### config.mk
export PLATFORM = sky130hd
export DESIGN_NAME = z80_control
export DESIGN_NICKNAME = d
export VERILOG_FILES = /design/src/z80_ctrl_pkg.sv /design/src/bus_cycle_if.sv /design/src/z80_control.sv /design/src/instr_sequencer.sv /design/src/nmi_ack_fsm.sv /design/src/opcode_fetch_fsm.sv
export VERILOG_INCLUDE_DIRS = /design/src /design/src/src
export SDC_FILE = /design/constraint.sdc
export NUM_CORES = 1
export LEC_CHECK = 0
export ABC_AREA = 1
export BUFFER_PORTS_ARGS = -buffer_cell sky130_fd_sc_hd__buf_2
export CAP_MARGIN = 20
export CORE_ASPECT_RATIO = 0.5
export CORE_MARGIN = 2
export CORE_UTILIZATION = 47
export DETAILED_ROUTE_END_ITERATION = 10
export PLACE_DENSITY_LB_ADDON = 0.25
export REMOVE_ABC_BUFFERS = 1
export SYNTH_ARGS = -nofsm -noshare
export SYNTH_HDL_FRONTEND = slang
export SYNTH_HIERARCHICAL = 1
export SYNTH_SLANG_ARGS = --single-unit
### constraint.sdc
create_clock -name clk -period 4.4 [get_ports clk]
set_clock_uncertainty 0.05 [all_clocks]
set_input_delay 0.88 -clock clk [delete_from_list [all_inputs] [get_ports clk]]
set_output_delay 0.88 -clock clk [all_outputs]
set_load 0.005 [all_outputs]
### src/z80_ctrl_settings.svh
`ifndef Z80_CTRL_SETTINGS_SVH
`define Z80_CTRL_SETTINGS_SVH

// --------------------------------------------------
// bus and datapath widths
// --------------------------------------------------

// data bus, one opcode byte per fetch
`define Z80_DATA_W 8

// alu operation select
`define Z80_ALU_OP_W 4

// --------------------------------------------------
// machine cycle lengths in clocks, start to done
// --------------------------------------------------

// M1 opcode fetch, T1..T4
`define Z80_OCF_CYCLES 4
// nmi acknowledge, T1 T2 TW1 TW2 T3 T4
`define Z80_NMI_CYCLES 6

`endif
### src/z80_ctrl_pkg.sv
`default_nettype none

`include "z80_ctrl_settings.svh"

package z80_ctrl_pkg;

  // --------------------------------------------------
  // opcode byte
  // --------------------------------------------------

  // classic x/y/z split of the first opcode byte
  //   x selects the quadrant, y is usually the register, z the operation
  typedef struct packed {
    logic [1:0] x;
    logic [2:0] y;
    logic [2:0] z;
  } opcode_fields_t;

  // raw view is what comes off the bus, field view is what the decoder reads
  typedef union packed {
    logic [`Z80_DATA_W-1:0] raw;
    opcode_fields_t         fields;
  } opcode_t;

  // --------------------------------------------------
  // register select, encoded as the y field
  // --------------------------------------------------
  typedef enum logic [2:0] {
    B      = 3'd0,
    C      = 3'd1,
    D      = 3'd2,
    E      = 3'd3,
    H      = 3'd4,
    L      = 3'd5,
    // (HL) means the memory byte, not a register
    HL_MEM = 3'd6,
    A      = 3'd7
  } reg_sel_e;

  // alu operations the control unit asks for
  typedef enum logic [`Z80_ALU_OP_W-1:0] {
    ALU_NOP,
    // 8-bit increment on the data side, sets flags
    ALU_INC8,
    // 16-bit increment on the address side, used for pc + 1
    ALU_INC16
  } alu_op_e;

endpackage : z80_ctrl_pkg

`default_nettype wire

### src/bus_cycle_if.sv
`timescale 1ns/10ps
`default_nettype none

// one machine cycle channel between the sequencer and a cycle FSM
interface bus_cycle_if;

  // one clock pulse, only while the FSM sits idle in T1
  logic start;
  // one clock pulse in the last T state
  logic done;

  // active low Z80 bus strobes as this FSM wants them
  logic m1_L;
  logic mreq_L;
  logic iorq_L;
  logic rd_L;
  logic rfsh_L;

  // sequencer side
  modport ctrl (
    output start,
    input  done, m1_L, mreq_L, iorq_L, rd_L, rfsh_L
  );

  // cycle FSM side
  modport cycle (
    input  start,
    output done, m1_L, mreq_L, iorq_L, rd_L, rfsh_L
  );

endinterface : bus_cycle_if

`default_nettype wire

### src/z80_control.sv
`timescale 1ns/10ps
`default_nettype none

`include "z80_ctrl_settings.svh"

// control unit top, sequencer plus one FSM per machine cycle type
module z80_control (
  input  logic                   clk,
  input  logic                   rst_L,
  input  logic                   nmi_L,
  input  logic [`Z80_DATA_W-1:0] data_in,

  output logic                   m1_L,
  output logic                   mreq_L,
  output logic                   iorq_L,
  output logic                   rd_L,
  output logic                   rfsh_L,

  output logic                   ld_pch,
  output logic                   ld_pcl,
  output logic                   drive_pch,
  output logic                   drive_pcl,

  output logic                   ld_b,
  output logic                   ld_c,
  output logic                   ld_d,
  output logic                   ld_e,
  output logic                   ld_h,
  output logic                   ld_l,
  output logic                   ld_a,
  output logic                   drive_b,
  output logic                   drive_c,
  output logic                   drive_d,
  output logic                   drive_e,
  output logic                   drive_h,
  output logic                   drive_l,
  output logic                   drive_a,

  output logic                   ld_f_data,
  output logic                   drive_reg_addr,
  output logic                   drive_reg_data,
  output logic                   drive_alu_addr,
  output logic                   drive_alu_data,
  output z80_ctrl_pkg::alu_op_e  alu_op
);

  // --------------------------------------------------
  // machine cycle channels
  // --------------------------------------------------
  bus_cycle_if ocf_bus ();
  bus_cycle_if nmi_bus ();

  opcode_fetch_fsm u_ocf (
    .clk   (clk),
    .rst_L (rst_L),
    .bus   (ocf_bus)
  );

  nmi_ack_fsm u_nmi (
    .clk   (clk),
    .rst_L (rst_L),
    .bus   (nmi_bus)
  );

  // every other port has the same name on both sides
  instr_sequencer u_seq (
    .ocf (ocf_bus),
    .nmi (nmi_bus),
    .*
  );

endmodule : z80_control

`default_nettype wire

### src/instr_sequencer.sv
`timescale 1ns/10ps
`default_nettype none

`include "z80_ctrl_settings.svh"

// macro state FSM, opcode decode and bus strobe arbitration
module instr_sequencer (
  input  logic                   clk,
  input  logic                   rst_L,
  input  logic                   nmi_L,
  input  logic [`Z80_DATA_W-1:0] data_in,

  bus_cycle_if.ctrl              ocf,
  bus_cycle_if.ctrl              nmi,

  // z80 bus strobes
  output logic                   m1_L,
  output logic                   mreq_L,
  output logic                   iorq_L,
  output logic                   rd_L,
  output logic                   rfsh_L,

  // program counter
  output logic                   ld_pch,
  output logic                   ld_pcl,
  output logic                   drive_pch,
  output logic                   drive_pcl,

  // general registers
  output logic                   ld_b,
  output logic                   ld_c,
  output logic                   ld_d,
  output logic                   ld_e,
  output logic                   ld_h,
  output logic                   ld_l,
  output logic                   ld_a,
  output logic                   drive_b,
  output logic                   drive_c,
  output logic                   drive_d,
  output logic                   drive_e,
  output logic                   drive_h,
  output logic                   drive_l,
  output logic                   drive_a,

  // flags, regfile and alu bus drives
  output logic                   ld_f_data,
  output logic                   drive_reg_addr,
  output logic                   drive_reg_data,
  output logic                   drive_alu_addr,
  output logic                   drive_alu_data,
  output z80_ctrl_pkg::alu_op_e  alu_op
);

  import z80_ctrl_pkg::*;

  // IDLE only exists while reset is held
  typedef enum logic [2:0] {
    IDLE,
    FETCH_0,
    FETCH_1,
    FETCH_2,
    FETCH_3,
    INC_0,
    NMI_WAIT
  } seq_state_e;

  seq_state_e state, next_state;
  seq_state_e end_state;

  opcode_t    opcode;
  reg_sel_e   inc_reg;
  logic       is_inc_r;

  logic       nmi_L_d1;
  logic       nmi_fall;
  logic       nmi_pend;
  logic       nmi_active;

  // --------------------------------------------------
  // state and opcode latch
  // --------------------------------------------------
  always_ff @(posedge clk) begin
    if (!rst_L) begin
      state <= IDLE;
    end else begin
      state <= next_state;
    end
  end

  // FETCH_1 is the last clock with rd_L low
  always_ff @(posedge clk) begin
    if (state == FETCH_1) begin
      opcode.raw <= data_in;
    end
  end

  assign inc_reg  = reg_sel_e'(opcode.fields.y);
  // INC r is x=0 z=4, INC (HL) needs a memory cycle and runs as a NOP
  assign is_inc_r = (opcode.fields.x == 2'd0) && (opcode.fields.z == 3'd4) &&
                    (inc_reg != HL_MEM);

  // --------------------------------------------------
  // nmi edge detect and pending flag
  // --------------------------------------------------
  assign nmi_fall = nmi_L_d1 && !nmi_L;

  always_ff @(posedge clk) begin
    if (!rst_L) begin
      nmi_L_d1   <= 1'b1;
      nmi_pend   <= 1'b0;
      nmi_active <= 1'b0;
    end else begin
      nmi_L_d1 <= nmi_L;
      // a fresh edge wins over the clear
      if (nmi_fall) begin
        nmi_pend <= 1'b1;
      end else if (nmi.start) begin
        nmi_pend <= 1'b0;
      end
      // busy from start to done, keeps start to a single pulse
      if (nmi.start) begin
        nmi_active <= 1'b1;
      end else if (nmi.done) begin
        nmi_active <= 1'b0;
      end
    end
  end

  assign ocf.start = (state == FETCH_0);
  assign nmi.start = (state == NMI_WAIT) && !nmi_active;

  // --------------------------------------------------
  // next state
  // --------------------------------------------------

  // where every instruction goes when it finishes
  assign end_state = nmi_pend ? NMI_WAIT : FETCH_0;

  always_comb begin
    next_state = state;
    case (state)
      IDLE:    next_state = FETCH_0;
      FETCH_0: next_state = FETCH_1;
      FETCH_1: next_state = FETCH_2;
      FETCH_2: next_state = FETCH_3;
      FETCH_3: begin
        if (ocf.done) begin
          next_state = is_inc_r ? INC_0 : end_state;
        end
      end
      INC_0:   next_state = end_state;
      NMI_WAIT: begin
        if (nmi.done) begin
          next_state = FETCH_0;
        end
      end
      default: next_state = IDLE;
    endcase
  end

  // --------------------------------------------------
  // datapath strobes
  // --------------------------------------------------
  always_comb begin
    ld_pch         = 1'b0;
    ld_pcl         = 1'b0;
    drive_pch      = 1'b0;
    drive_pcl      = 1'b0;
    ld_b           = 1'b0;
    ld_c           = 1'b0;
    ld_d           = 1'b0;
    ld_e           = 1'b0;
    ld_h           = 1'b0;
    ld_l           = 1'b0;
    ld_a           = 1'b0;
    drive_b        = 1'b0;
    drive_c        = 1'b0;
    drive_d        = 1'b0;
    drive_e        = 1'b0;
    drive_h        = 1'b0;
    drive_l        = 1'b0;
    drive_a        = 1'b0;
    ld_f_data      = 1'b0;
    drive_reg_addr = 1'b0;
    drive_reg_data = 1'b0;
    drive_alu_addr = 1'b0;
    drive_alu_data = 1'b0;
    alu_op         = ALU_NOP;

    case (state)
      // pc goes out on the address bus and comes back incremented
      FETCH_0: begin
        ld_pch         = 1'b1;
        ld_pcl         = 1'b1;
        drive_pch      = 1'b1;
        drive_pcl      = 1'b1;
        drive_reg_addr = 1'b1;
        drive_alu_addr = 1'b1;
        alu_op         = ALU_INC16;
      end
      // r through the 8-bit alu and back into r, flags follow
      INC_0: begin
        alu_op         = ALU_INC8;
        drive_alu_data = 1'b1;
        ld_f_data      = 1'b1;
        // A sits beside the regfile with its own data drive
        drive_reg_data = (inc_reg != A);
        case (inc_reg)
          B: begin
            ld_b    = 1'b1;
            drive_b = 1'b1;
          end
          C: begin
            ld_c    = 1'b1;
            drive_c = 1'b1;
          end
          D: begin
            ld_d    = 1'b1;
            drive_d = 1'b1;
          end
          E: begin
            ld_e    = 1'b1;
            drive_e = 1'b1;
          end
          H: begin
            ld_h    = 1'b1;
            drive_h = 1'b1;
          end
          L: begin
            ld_l    = 1'b1;
            drive_l = 1'b1;
          end
          A: begin
            ld_a    = 1'b1;
            drive_a = 1'b1;
          end
          default: ;
        endcase
      end
      default: ;
    endcase
  end

  // --------------------------------------------------
  // bus lines, owner picked by macro state
  // --------------------------------------------------
  always_comb begin
    m1_L   = 1'b1;
    mreq_L = 1'b1;
    iorq_L = 1'b1;
    rd_L   = 1'b1;
    rfsh_L = 1'b1;

    case (state)
      FETCH_0, FETCH_1, FETCH_2, FETCH_3: begin
        m1_L   = ocf.m1_L;
        mreq_L = ocf.mreq_L;
        iorq_L = ocf.iorq_L;
        rd_L   = ocf.rd_L;
        rfsh_L = ocf.rfsh_L;
      end
      NMI_WAIT: begin
        m1_L   = nmi.m1_L;
        mreq_L = nmi.mreq_L;
        iorq_L = nmi.iorq_L;
        rd_L   = nmi.rd_L;
        rfsh_L = nmi.rfsh_L;
      end
      default: ;
    endcase
  end

  // only one cycle FSM may own the bus at a time
  one_start: assert property (@(posedge clk) disable iff (!rst_L)
    !(ocf.start && nmi.start));

endmodule : instr_sequencer

`default_nettype wire

### src/nmi_ack_fsm.sv
`timescale 1ns/10ps
`default_nettype none

`include "z80_ctrl_settings.svh"

// nmi acknowledge cycle, an M1 with two automatic wait states
module nmi_ack_fsm (
  input  logic       clk,
  input  logic       rst_L,
  bus_cycle_if.cycle bus
);

  typedef enum logic [2:0] {
    T1  = 3'd0,
    T2  = 3'd1,
    TW1 = 3'd2,
    TW2 = 3'd3,
    T3  = 3'd4,
    T4  = 3'd5
  } nmi_state_e;

  nmi_state_e state, next_state;

  always_ff @(posedge clk) begin
    if (!rst_L) begin
      state <= T1;
    end else begin
      state <= next_state;
    end
  end

  always_comb begin
    case (state)
      T1:      next_state = bus.start ? T2 : T1;
      T2:      next_state = TW1;
      TW1:     next_state = TW2;
      TW2:     next_state = T3;
      T3:      next_state = T4;
      default: next_state = T1;
    endcase
  end

  // --------------------------------------------------
  // strobes
  // --------------------------------------------------
  always_comb begin
    bus.m1_L   = 1'b1;
    bus.iorq_L = 1'b1;
    bus.done   = 1'b0;
    // no memory access and no refresh in this version of the cycle
    bus.mreq_L = 1'b1;
    bus.rd_L   = 1'b1;
    bus.rfsh_L = 1'b1;

    case (state)
      T1:  bus.m1_L = !bus.start;
      T2:  bus.m1_L = 1'b0;
      // m1 with iorq is the acknowledge itself
      TW1, TW2: begin
        bus.m1_L   = 1'b0;
        bus.iorq_L = 1'b0;
      end
      T4:  bus.done = 1'b1;
      default: ;
    endcase
  end

  // iorq alone would look like a plain io access
  iorq_has_m1: assert property (@(posedge clk) disable iff (!rst_L)
    !bus.iorq_L |-> !bus.m1_L);

  start_in_t1: assert property (@(posedge clk) disable iff (!rst_L)
    bus.start |-> state == T1);

  done_on_time: assert property (@(posedge clk) disable iff (!rst_L)
    bus.start |-> ##(`Z80_NMI_CYCLES - 1) bus.done);

endmodule : nmi_ack_fsm

`default_nettype wire

### src/opcode_fetch_fsm.sv
`timescale 1ns/10ps
`default_nettype none

`include "z80_ctrl_settings.svh"

// M1 opcode fetch, four T states including the two refresh clocks
module opcode_fetch_fsm (
  input  logic       clk,
  input  logic       rst_L,
  bus_cycle_if.cycle bus
);

  typedef enum logic [1:0] {
    T1 = 2'd0,
    T2 = 2'd1,
    T3 = 2'd2,
    T4 = 2'd3
  } ocf_state_e;

  ocf_state_e state, next_state;

  always_ff @(posedge clk) begin
    if (!rst_L) begin
      state <= T1;
    end else begin
      state <= next_state;
    end
  end

  // idle in T1 until start, then walk straight through
  always_comb begin
    case (state)
      T1:      next_state = bus.start ? T2 : T1;
      T2:      next_state = T3;
      T3:      next_state = T4;
      default: next_state = T1;
    endcase
  end

  // --------------------------------------------------
  // strobes
  // --------------------------------------------------
  always_comb begin
    bus.m1_L   = 1'b1;
    bus.mreq_L = 1'b1;
    bus.rd_L   = 1'b1;
    bus.rfsh_L = 1'b1;
    bus.done   = 1'b0;
    // never an io cycle
    bus.iorq_L = 1'b1;

    case (state)
      // strobes go out in the start cycle itself
      T1: begin
        if (bus.start) begin
          bus.m1_L   = 1'b0;
          bus.mreq_L = 1'b0;
          bus.rd_L   = 1'b0;
        end
      end
      // opcode is on the bus at the end of T2
      T2: begin
        bus.m1_L   = 1'b0;
        bus.mreq_L = 1'b0;
        bus.rd_L   = 1'b0;
      end
      // dram refresh, mreq stays low with rfsh
      T3: begin
        bus.mreq_L = 1'b0;
        bus.rfsh_L = 1'b0;
      end
      T4: begin
        bus.mreq_L = 1'b0;
        bus.rfsh_L = 1'b0;
        bus.done   = 1'b1;
      end
      default: ;
    endcase
  end

  // sequencer only starts us while idle
  start_in_t1: assert property (@(posedge clk) disable iff (!rst_L)
    bus.start |-> state == T1);

  // a read is always a memory read here
  rd_has_mreq: assert property (@(posedge clk) disable iff (!rst_L)
    !bus.rd_L |-> !bus.mreq_L);

  // done lands on the last clock of the cycle
  done_on_time: assert property (@(posedge clk) disable iff (!rst_L)
    bus.start |-> ##(`Z80_OCF_CYCLES - 1) bus.done);

endmodule : opcode_fetch_fsm

`default_nettype wire

==> flow_metrics.env, run 1 <==
export IMPL_synth_area_leaders="edfxtp_1, dfxtp_1, buf_4, nand2_1, inv_1"
export IMPL_area_growth_pct=9.870
export IMPL_crit_type="reg2out"
export IMPL_cap_violations=0
export IMPL_viasPerCell=4.338
export IMPL_timing_fmax_mhz=387.2
export IMPL_p_int_mw=0.3378
export IMPL_synth_seq_area_share=0.3669
export IMPL_synthCells=174
export IMPL_status="finished clean"
export IMPL_die_area_um2=3125
export IMPL_end_kind="output pin"
export IMPL_path_cells="inv_2 -> nand2_1 -> nor2_1 -> inv_1 -> nand2_1 -> o21ai_0 -> nand2_1 -> nand3_1 -> buf_2"
export IMPL_post_dp_hpwl_um=1668
export IMPL_async_flop_share=0
export IMPL_leakagePower_nw=0.7506
export IMPL_portBuffers=40
export IMPL_crit_required_ns=3.47
export IMPL_place_congestion=0.8523
export IMPL_rsz0062_at_grt="no"
export IMPL_hold_slack_ns=0.4126
export IMPL_setup_viol=0
export IMPL_drcViolationCount=0
export IMPL_synth_warnings=6
export IMPL_cts_max_path_buffers=2
export IMPL_postCtsHoldBufs=0
export IMPL_grt_pass1_wl_um=3450
export IMPL_synth_top_area_share=0.1914
export IMPL_drive_above_1_share=0.2843
export IMPL_p_per_area_nw_per_um2=373.8
export IMPL_avgSynthCellArea_um2=7.212
export IMPL_crit_top_cell="nand2_1"
export IMPL_htreeDepth=1
export IMPL_n_fill_cell=260
export IMPL_final_max_slew_viol_count=0
export IMPL_cts_tree="done"
export IMPL_fp_row_count=13
export IMPL_gr_total_overflow=0
export IMPL_fin_crit_sh=0.5869
export IMPL_worst_pin_slew_ns=0.6214
export IMPL_post_cts_buffers=0
export IMPL_ys_flop_type="dfxtp_1"
export IMPL_cp_slowest_stage_delay_ns=0.37
export IMPL_crit_buf_inv=3
export IMPL_ioPinCount=43
export IMPL_netSwitchingFraction=0.3445
export IMPL_path_max_fanout=10
export IMPL_fp_coreArea_um2=2570
export IMPL_rrSetupSlack_ns=2.95
export IMPL_first_pass_iters=4
export IMPL_cts_buffers=3
export IMPL_layout_nets=214
export IMPL_cts_root_buffer="clkbuf_8"
export IMPL_multi_input_comb_area_um2=516.7
export IMPL_hold_viol_final=0
export IMPL_fin_ws_ns=1.818
export IMPL_clk_latency_ns=0.26
export IMPL_clkSinkCount=19
export IMPL_synth_edf_count=8
export IMPL_track_usage=0.1539
export IMPL_synth_cells_most_frequent="nand2_1, inv_1, nor2_1"
export IMPL_cp_top_family="simple AND/OR/NAND/NOR gates"
export IMPL_tns_ns=0
export IMPL_num_vias=1015
export IMPL_drtIter0Drc=37
export IMPL_ir_worst_vdd_v=0.0001131
export IMPL_cts_resized=0
export IMPL_ff_latch_area_um2=460.4
export IMPL_num_antenna_cells=0
export IMPL_synth_most_common_cell="nand2_1"
export IMPL_ys_types=21
export IMPL_avgRoutedWirePerCell_um=9.111
export IMPL_hold_path_class="reg2reg"
export IMPL_slew_headroom=0.5842
export IMPL_p_switching_mw=0.1776
export IMPL_antenna_found_initial=0
export IMPL_p_clk_frac=0.237
export IMPL_critPathLaunchType="flip-flop"
export IMPL_power_frac_seq=0.436
export IMPL_p_comb_frac=0.327
export IMPL_postLayoutCoreUtil=0.5365
export IMPL_dp_slack_ns=2.091
export IMPL_p_total_mw=0.5154
export IMPL_finalCriticalPeriod_ns=2.582
export IMPL_slowest_stage="dfxtp_1"
export IMPL_drt_wl_total_um=2132
export IMPL_synth_area_leader_cell="edfxtp_1"
export IMPL_cp_arrival_ns=1.65
export IMPL_die_w_um=77.08
export IMPL_postRouteAntennaNets=0
export IMPL_die_y_um=40.54
export IMPL_syn_cell_area_um2=1255
export IMPL_grt_pass1_vias=825
export IMPL_grt_max_degree=12
export IMPL_ys_ff_latch=19
export IMPL_floorplan_initialDensity=0.4883
export IMPL_clk_pin_slew_worst_paths_ns=0.07
==> logic make-up (layout without fill, tap and decap cells) <==
group                    Yosys count  in the layout  share of synthesized area
buffers and inverters             53             73                     0.2303
AND/OR/NAND/NOR                   85             85                     0.3041
AO/OA/AOI/OAI                      9              9                    0.03988
adder cells (fa/ha/maj)            5              5                    0.04985
flip-flops                        19             19                     0.3669
other                              3              6                   0.008972
==> cells in the final DEF (no fill, tap or decap) <==
| master | netlist | layout |
|---|---|---|
| nand2_1 | 33 | 33 |
| nand2_2 | 2 | 2 |
| inv_1 | 26 | 26 |
| nor2_1 | 25 | 25 |
| nor3_1 | 6 | 6 |
| ha_1 | 5 | 5 |
| clkinv_2 | 0 | 1 |
| buf_2 | 0 | 40 |
| nor2_4 | 1 | 1 |
| nand3_2 | 3 | 3 |
| o32ai_1 | 1 | 1 |
| nand3_1 | 11 | 11 |
| nor2_2 | 2 | 2 |
| nand4_1 | 1 | 1 |
| dfxtp_1 | 11 | 11 |
| a21oi_1 | 5 | 5 |
| edfxtp_1 | 8 | 8 |
| conb_1 | 3 | 6 |
| or2_2 | 1 | 1 |
| inv_2 | 3 | 3 |
| o21ai_0 | 2 | 2 |
| a31oi_1 | 1 | 1 |
| clkbuf_8 | 0 | 3 |
==> sequential cells by signal, summed over array words and instances, names as in the netlist <==
register          cells
u_seq/state           3
u_seq/nmi_pend        1
u_seq/nmi_active      1
u_seq/opcode          8
u_seq/nmi_L_d1        1
u_ocf/state           2
u_nmi/state           3
==> routing by layer <==
layer	wire, um	track usage	vias up
met2	890	0.2697	30
li1	-	-	552
met4	42	0.09375	0
met1	1043	0.1746	429
met5	0	0	-
met3	155	0.05180	4
==> through the flow <==
step | cell area [um^2] | instances
floorplan | 1086 | 153
global placement | 1333 | 230
detailed placement | 1333 | 230
finish | 1379 | 234
CTS | 1379 | 234
global route | 1379 | 234
==> worst paths after layout <==
check,startpoint,to,cells after the start
max,u_seq/state[1],m1_L,9
min reg2reg,u_seq/nmi_L_d1,u_seq/nmi_pend,2
max reg2reg,u_seq/state[0],u_seq/opcode[4],3
min,u_seq/nmi_L_d1,u_seq/nmi_pend,2
==> power groups by stage <==
stage	logic, mW	registers (mW)	clock network [mW]
final	0.169	0.225	0.122
after global routing	0.198	0.228	0.134
after CTS	0.170	0.224	0.129
after detailed placement	0.170	0.228	0
after global placement	0.168	0.228	0
after floorplan	0.111	0.225	0
==> cell type report <==
type,count,area share
Multi-Input combinational cell,105,0.3748
Sequential cell,19,0.3339
Timing Repair Buffer,40,0.1452
Inverter,29,0.07895
Tap cell,37,0.03358
Clock buffer,3,0.02995
Clock inverter,1,0.003630
==> tightest hold or removal path: stages (launching register included) <==
cell,delay [ns]
dfxtp_1,0.30
inv_1,0.04
o32ai_1,0.06
Note: power is estimated with default switching activity, not from simulation.
==> inputs of run 2 (changes only) <==
==> constraint.sdc (replaced) <==
create_clock -name clk -period 2.6 [get_ports clk]
set_clock_uncertainty 0.05 [all_clocks]
set_input_delay 0.52 -clock clk [delete_from_list [all_inputs] [get_ports clk]]
set_output_delay 0.52 -clock clk [all_outputs]
set_load 0.005 [all_outputs]
==> flow_metrics.env, run 2 (synthesis gave the netlist of run 1 again) <==
export IMPL_die_area_um2=3125
export IMPL_setup_viol=0
export IMPL_p_total_mw=0.8733
export IMPL_gr_total_overflow=0
export IMPL_slew_headroom=0.5820
export IMPL_fin_ws_ns=0.3718
export IMPL_met2_length_um=946
export IMPL_first_pass_iters=4
export IMPL_drcViolationCount=0
export IMPL_place_congestion=0.8508
export IMPL_ioPinCount=43
export IMPL_post_dp_hpwl_um=1700
export IMPL_viasPerCell=4.419
export IMPL_timing_fmax_mhz=448.8
export IMPL_layout_cells_most_common_list="buf_2, nand2_1, inv_1"
export IMPL_fp_coreArea_um2=2570
export IMPL_rsz0062_at_grt="no"
export IMPL_post_cts_buffers=0
export IMPL_drive_above_1_share=0.2843
export IMPL_cts_resized=0
export IMPL_cts_max_path_buffers=2
export IMPL_grt_pass1_vias=841
export IMPL_finalCriticalPeriod_ns=2.228
export IMPL_layout_nets=214
export IMPL_hold_path_class="in2reg"
export IMPL_tns_ns=0
export IMPL_cp_arrival_ns=1.66
export IMPL_num_antenna_cells=0
export IMPL_highest_layer="met3"
export IMPL_grt_pass1_wl_um=3470
export IMPL_area_growth_pct=9.870
export IMPL_fp_row_count=13
export IMPL_postRouteAntennaNets=0
export IMPL_largest_reg_flops=8
export IMPL_clk_pin_slew_worst_paths_ns=0.07
export IMPL_die_w_um=77.08
export IMPL_wl_met1_um=1066
export IMPL_floorplan_initialDensity=0.4883
export IMPL_portBuffers=40
export IMPL_top_register="u_seq/opcode"
export IMPL_cts_buffers=3
export IMPL_track_usage=0.1492
export IMPL_crit_type="reg2out"
export IMPL_end_kind="output pin"
export IMPL_critPathLaunchType="flip-flop"
export IMPL_worst_pin_slew_ns=0.6246
export IMPL_cts_tree="done"
export IMPL_cts_root_buffer="clkbuf_8"
export IMPL_clkSinkCount=19
export IMPL_status="finished clean"
export IMPL_reg_top3="u_seq/opcode x8, u_nmi/state x3, u_seq/state x3"
export IMPL_hold_viol_final=0
export IMPL_postCtsHoldBufs=0
export IMPL_drt_wl_total_um=2144
export IMPL_antenna_found_initial=0
export IMPL_num_vias=1034
export IMPL_met3_length_um=131
export IMPL_leakagePower_nw=0.7506
export IMPL_final_max_slew_viol_count=0
export IMPL_fin_crit_sh=0.8570
export IMPL_htreeDepth=1
export IMPL_path_max_fanout=10
export IMPL_ir_worst_vdd_v=0.0002199
export IMPL_die_y_um=40.54
export IMPL_cap_violations=0
export IMPL_avgRoutedWirePerCell_um=9.162
export IMPL_p_per_area_nw_per_um2=633.3
export IMPL_grt_max_degree=12
export IMPL_clk_latency_ns=0.26
export IMPL_drtIter0Drc=41
export IMPL_layout_commonest_cell="buf_2"
export IMPL_dp_slack_ns=0.6406
export IMPL_n_fill_cell=262
export IMPL_crit_required_ns=2.03
==> run 2: cell counts in the layout (fill, tap and decap cells not counted) <==
Identical to the previous run, type by type.
==> run 2: metrics by stage <==
step                instance area [um^2]  utilization  hold slack, ns  cells
finish                              1379       0.5365          0.3867    234
global route                        1379       0.5365          0.3727    234
CTS                                 1379       0.5365          0.3779    234
detailed placement                  1333       0.5185          0.3956    230
global placement                    1333       0.5185          0.4037    230
floorplan                           1086            -          0.3799    153
==> run 2: final cells by class <==
type	count	area (um^2)	area share
clock buffer	3	41.29	0.02995
clock inverter	1	5.005	0.003630
inverter	29	108.9	0.07895
multi-input combinational	105	516.7	0.3748
sequential	19	460.4	0.3339
tap	37	46.29	0.03358
timing repair buffer	40	200.2	0.1452
==> run 2: final timing paths <==
path,from,to,slack (ns),cells past startpoint
worst max-delay path,u_seq/state[1],rd_L,0.37,9
worst min-delay path,data_in[3],u_seq/opcode[3],0.39,1
worst max register to register,u_seq/state[0],u_seq/opcode[6],1.15,3
worst min register to register,u_seq/nmi_L_d1,u_seq/nmi_pend,0.41,2
==> run 2: worst max-delay path: stages (launching register included) <==
cell     delay, ns
dfxtp_1       0.37
inv_2         0.10
nand2_1       0.07
nor2_1        0.36
inv_1         0.08
nand2_1       0.06
o21ai_0       0.10
nand2_1       0.09
nand3_1       0.05
buf_2         0.13
==> run 2: power breakdown <==
group / leakage (nW) / internal, mW / switching [mW]
registers: 0.163 / 0.348 / 0.0323
clock network: 0.0255 / 0.107 / 0.0989
logic: 0.562 / 0.117 / 0.171
total: 0.751 / 0.572 / 0.302
==> run 2: routing by layer <==
layer | global-route usage | up-vias
li1 | - | 550
met1 | 0.1730 | 453
met2 | 0.2807 | 31
met3 | 0.04955 | 0
met4 | 0.04018 | 0
met5 | 0 | -
==> inputs of run 3 (changes only) <==
--- a/config.mk
+++ b/config.mk
@@ -9,9 +9,11 @@
 export ABC_AREA = 1
 export BUFFER_PORTS_ARGS = -buffer_cell sky130_fd_sc_hd__buf_2
 export CAP_MARGIN = 20
+export CELL_PAD_IN_SITES_DETAIL_PLACEMENT = 1
+export CELL_PAD_IN_SITES_GLOBAL_PLACEMENT = 2
 export CORE_ASPECT_RATIO = 0.5
 export CORE_MARGIN = 2
-export CORE_UTILIZATION = 47
+export CORE_UTILIZATION = 26
 export DETAILED_ROUTE_END_ITERATION = 10
 export PLACE_DENSITY_LB_ADDON = 0.25
 export REMOVE_ABC_BUFFERS = 1
==> flow_metrics.env, run 3 (synthesis gave the netlist of run 1 again) <==
export IMPL_slowest_stage="dfxtp_1"
export IMPL_grt_pass1_wl_um=4347
export IMPL_postRouteAntennaNets=0
export IMPL_end_kind="output pin"
export IMPL_num_vias=1056
export IMPL_floorplan_initialDensity=0.2783
export IMPL_drcViolationCount=0
export IMPL_cp_slowest_stage_delay_ns=0.38
export IMPL_postCtsHoldBufs=0
export IMPL_cts_tree="done"
export IMPL_cts_buffers=3
export IMPL_dp_slack_ns=0.5615
export IMPL_die_w_um=102.3
export IMPL_p_total_mw=0.8890
export IMPL_fin_ws_ns=0.2988
export IMPL_placed_area_um2=1369
export IMPL_slew_headroom=0.5659
export IMPL_reg_top3="u_seq/opcode x8, u_nmi/state x3, u_seq/state x3"
export IMPL_setup_viol=0
export IMPL_tns_ns=0
export IMPL_cts_root_buffer="clkbuf_8"
export IMPL_top_register="u_seq/opcode"
export IMPL_portBuffers=40
export IMPL_final_max_slew_viol_count=0
export IMPL_largest_reg_flops=8
export IMPL_cp_top_family="simple AND/OR/NAND/NOR gates"
export IMPL_grt_max_degree=12
export IMPL_die_area_um2=5432
export IMPL_cp_arrival_ns=1.73
export IMPL_track_usage=0.1064
export IMPL_finalInstanceArea_um2=1415
export IMPL_clk_latency_ns=0.26
export IMPL_critPathLaunchType="flip-flop"
export IMPL_path_cells="inv_2 -> nand2_1 -> nor2_1 -> inv_1 -> nand2_1 -> o21ai_0 -> nand2_1 -> nand3_1 -> buf_2"
export IMPL_grt_pass1_vias=967
export IMPL_gr_total_overflow=0
export IMPL_fp_coreArea_um2=4509
export IMPL_timing_fmax_mhz=434.6
export IMPL_fin_crit_sh=0.8851
export IMPL_hold_path_class="in2reg"
export IMPL_avgRoutedWirePerCell_um=10.28
export IMPL_cts_max_path_buffers=2
export IMPL_drive_above_1_share=0.2843
export IMPL_whs_path_depth=1
export IMPL_leakagePower_nw=0.7506
export IMPL_path_max_fanout=10
export IMPL_crit_top_cell="nand2_1"
export IMPL_viasPerCell=4.015
export IMPL_post_dp_hpwl_um=2176
export IMPL_postLayoutCoreUtil=0.3138
export IMPL_hold_viol_final=0
export IMPL_layout_nets=214
export IMPL_status="finished clean"
export IMPL_ir_worst_vdd_v=0.0002349
export IMPL_post_cts_buffers=0
export IMPL_finalCriticalPeriod_ns=2.301
export IMPL_worst_pin_slew_ns=0.6487
export IMPL_drtIter0Drc=19
export IMPL_layout_cells_most_common_list="buf_2, nand2_1, inv_1"
export IMPL_htreeDepth=1
export IMPL_multi_input_comb_area_um2=516.7
export IMPL_antenna_found_initial=0
export IMPL_crit_type="reg2out"
export IMPL_drt_wl_total_um=2704
export IMPL_path_depth=9
export IMPL_place_congestion=0.7928
export IMPL_die_y_um=53.13
export IMPL_crit_required_ns=2.03
export IMPL_num_antenna_cells=0
export IMPL_ioPinCount=43
export IMPL_cts_resized=0
export IMPL_clk_pin_slew_worst_paths_ns=0.08
export IMPL_r2r_cells=2
export IMPL_area_growth_pct=12.76
export IMPL_clkSinkCount=19
export IMPL_ff_latch_area_um2=460.4
export IMPL_first_pass_iters=4
export IMPL_p_per_area_nw_per_um2=628.2
export IMPL_layout_commonest_cell="buf_2"
export IMPL_crit_buf_inv=3
export IMPL_n_fill_cell=601
export IMPL_rsz0062_at_grt="no"
export IMPL_cap_violations=0
export IMPL_fp_row_count=17
## run 3: cell counts in the layout (fill, tap and decap cells not counted)
No cell type changed its count.
## run 3: final cells by class
class / instances / share of cell area
inverter: 29 / 0.07692
multi-input combinational: 105 / 0.3652
clock inverter: 1 / 0.003537
tap: 66 / 0.05836
sequential: 19 / 0.3254
clock buffer: 3 / 0.02918
timing repair buffer: 40 / 0.1415
## run 3: report_power, final
group	leakage (nW)	internal, mW	total (mW)	switching [mW]
logic	0.562	0.117	0.294	0.177
registers	0.163	0.348	0.382	0.0343
clock network	0.0255	0.107	0.213	0.106
## run 3: path summary, 6_finish.rpt
check             slack [ns]         endpoint            from
hold reg to reg         0.41   u_seq/nmi_pend  u_seq/nmi_L_d1
setup reg to reg        1.12  u_seq/opcode[5]  u_seq/state[1]
hold / removal          0.38  u_seq/opcode[0]      data_in[0]
setup / recovery        0.30             m1_L  u_seq/state[1]
## run 3: routing by layer
layer	global-route usage	vias up	wire length [um]
met5	0	-	0
met4	0.02667	0	27
met3	0.03170	2	163
met2	0.1732	35	1080
met1	0.1392	466	1432
li1	-	553	-
## run 3: per-stage QoR
| stage | hold slack, ns | std cells |
|---|---|---|
| 2_1_floorplan | 0.3799 | 153 |
| 6_report | 0.3795 | 263 |
| 4_1_cts | 0.3751 | 263 |
| 3_5_place_dp | 0.4008 | 259 |
| 5_1_grt | 0.3679 | 263 |
| 3_3_place_gp | 0.4118 | 259 |
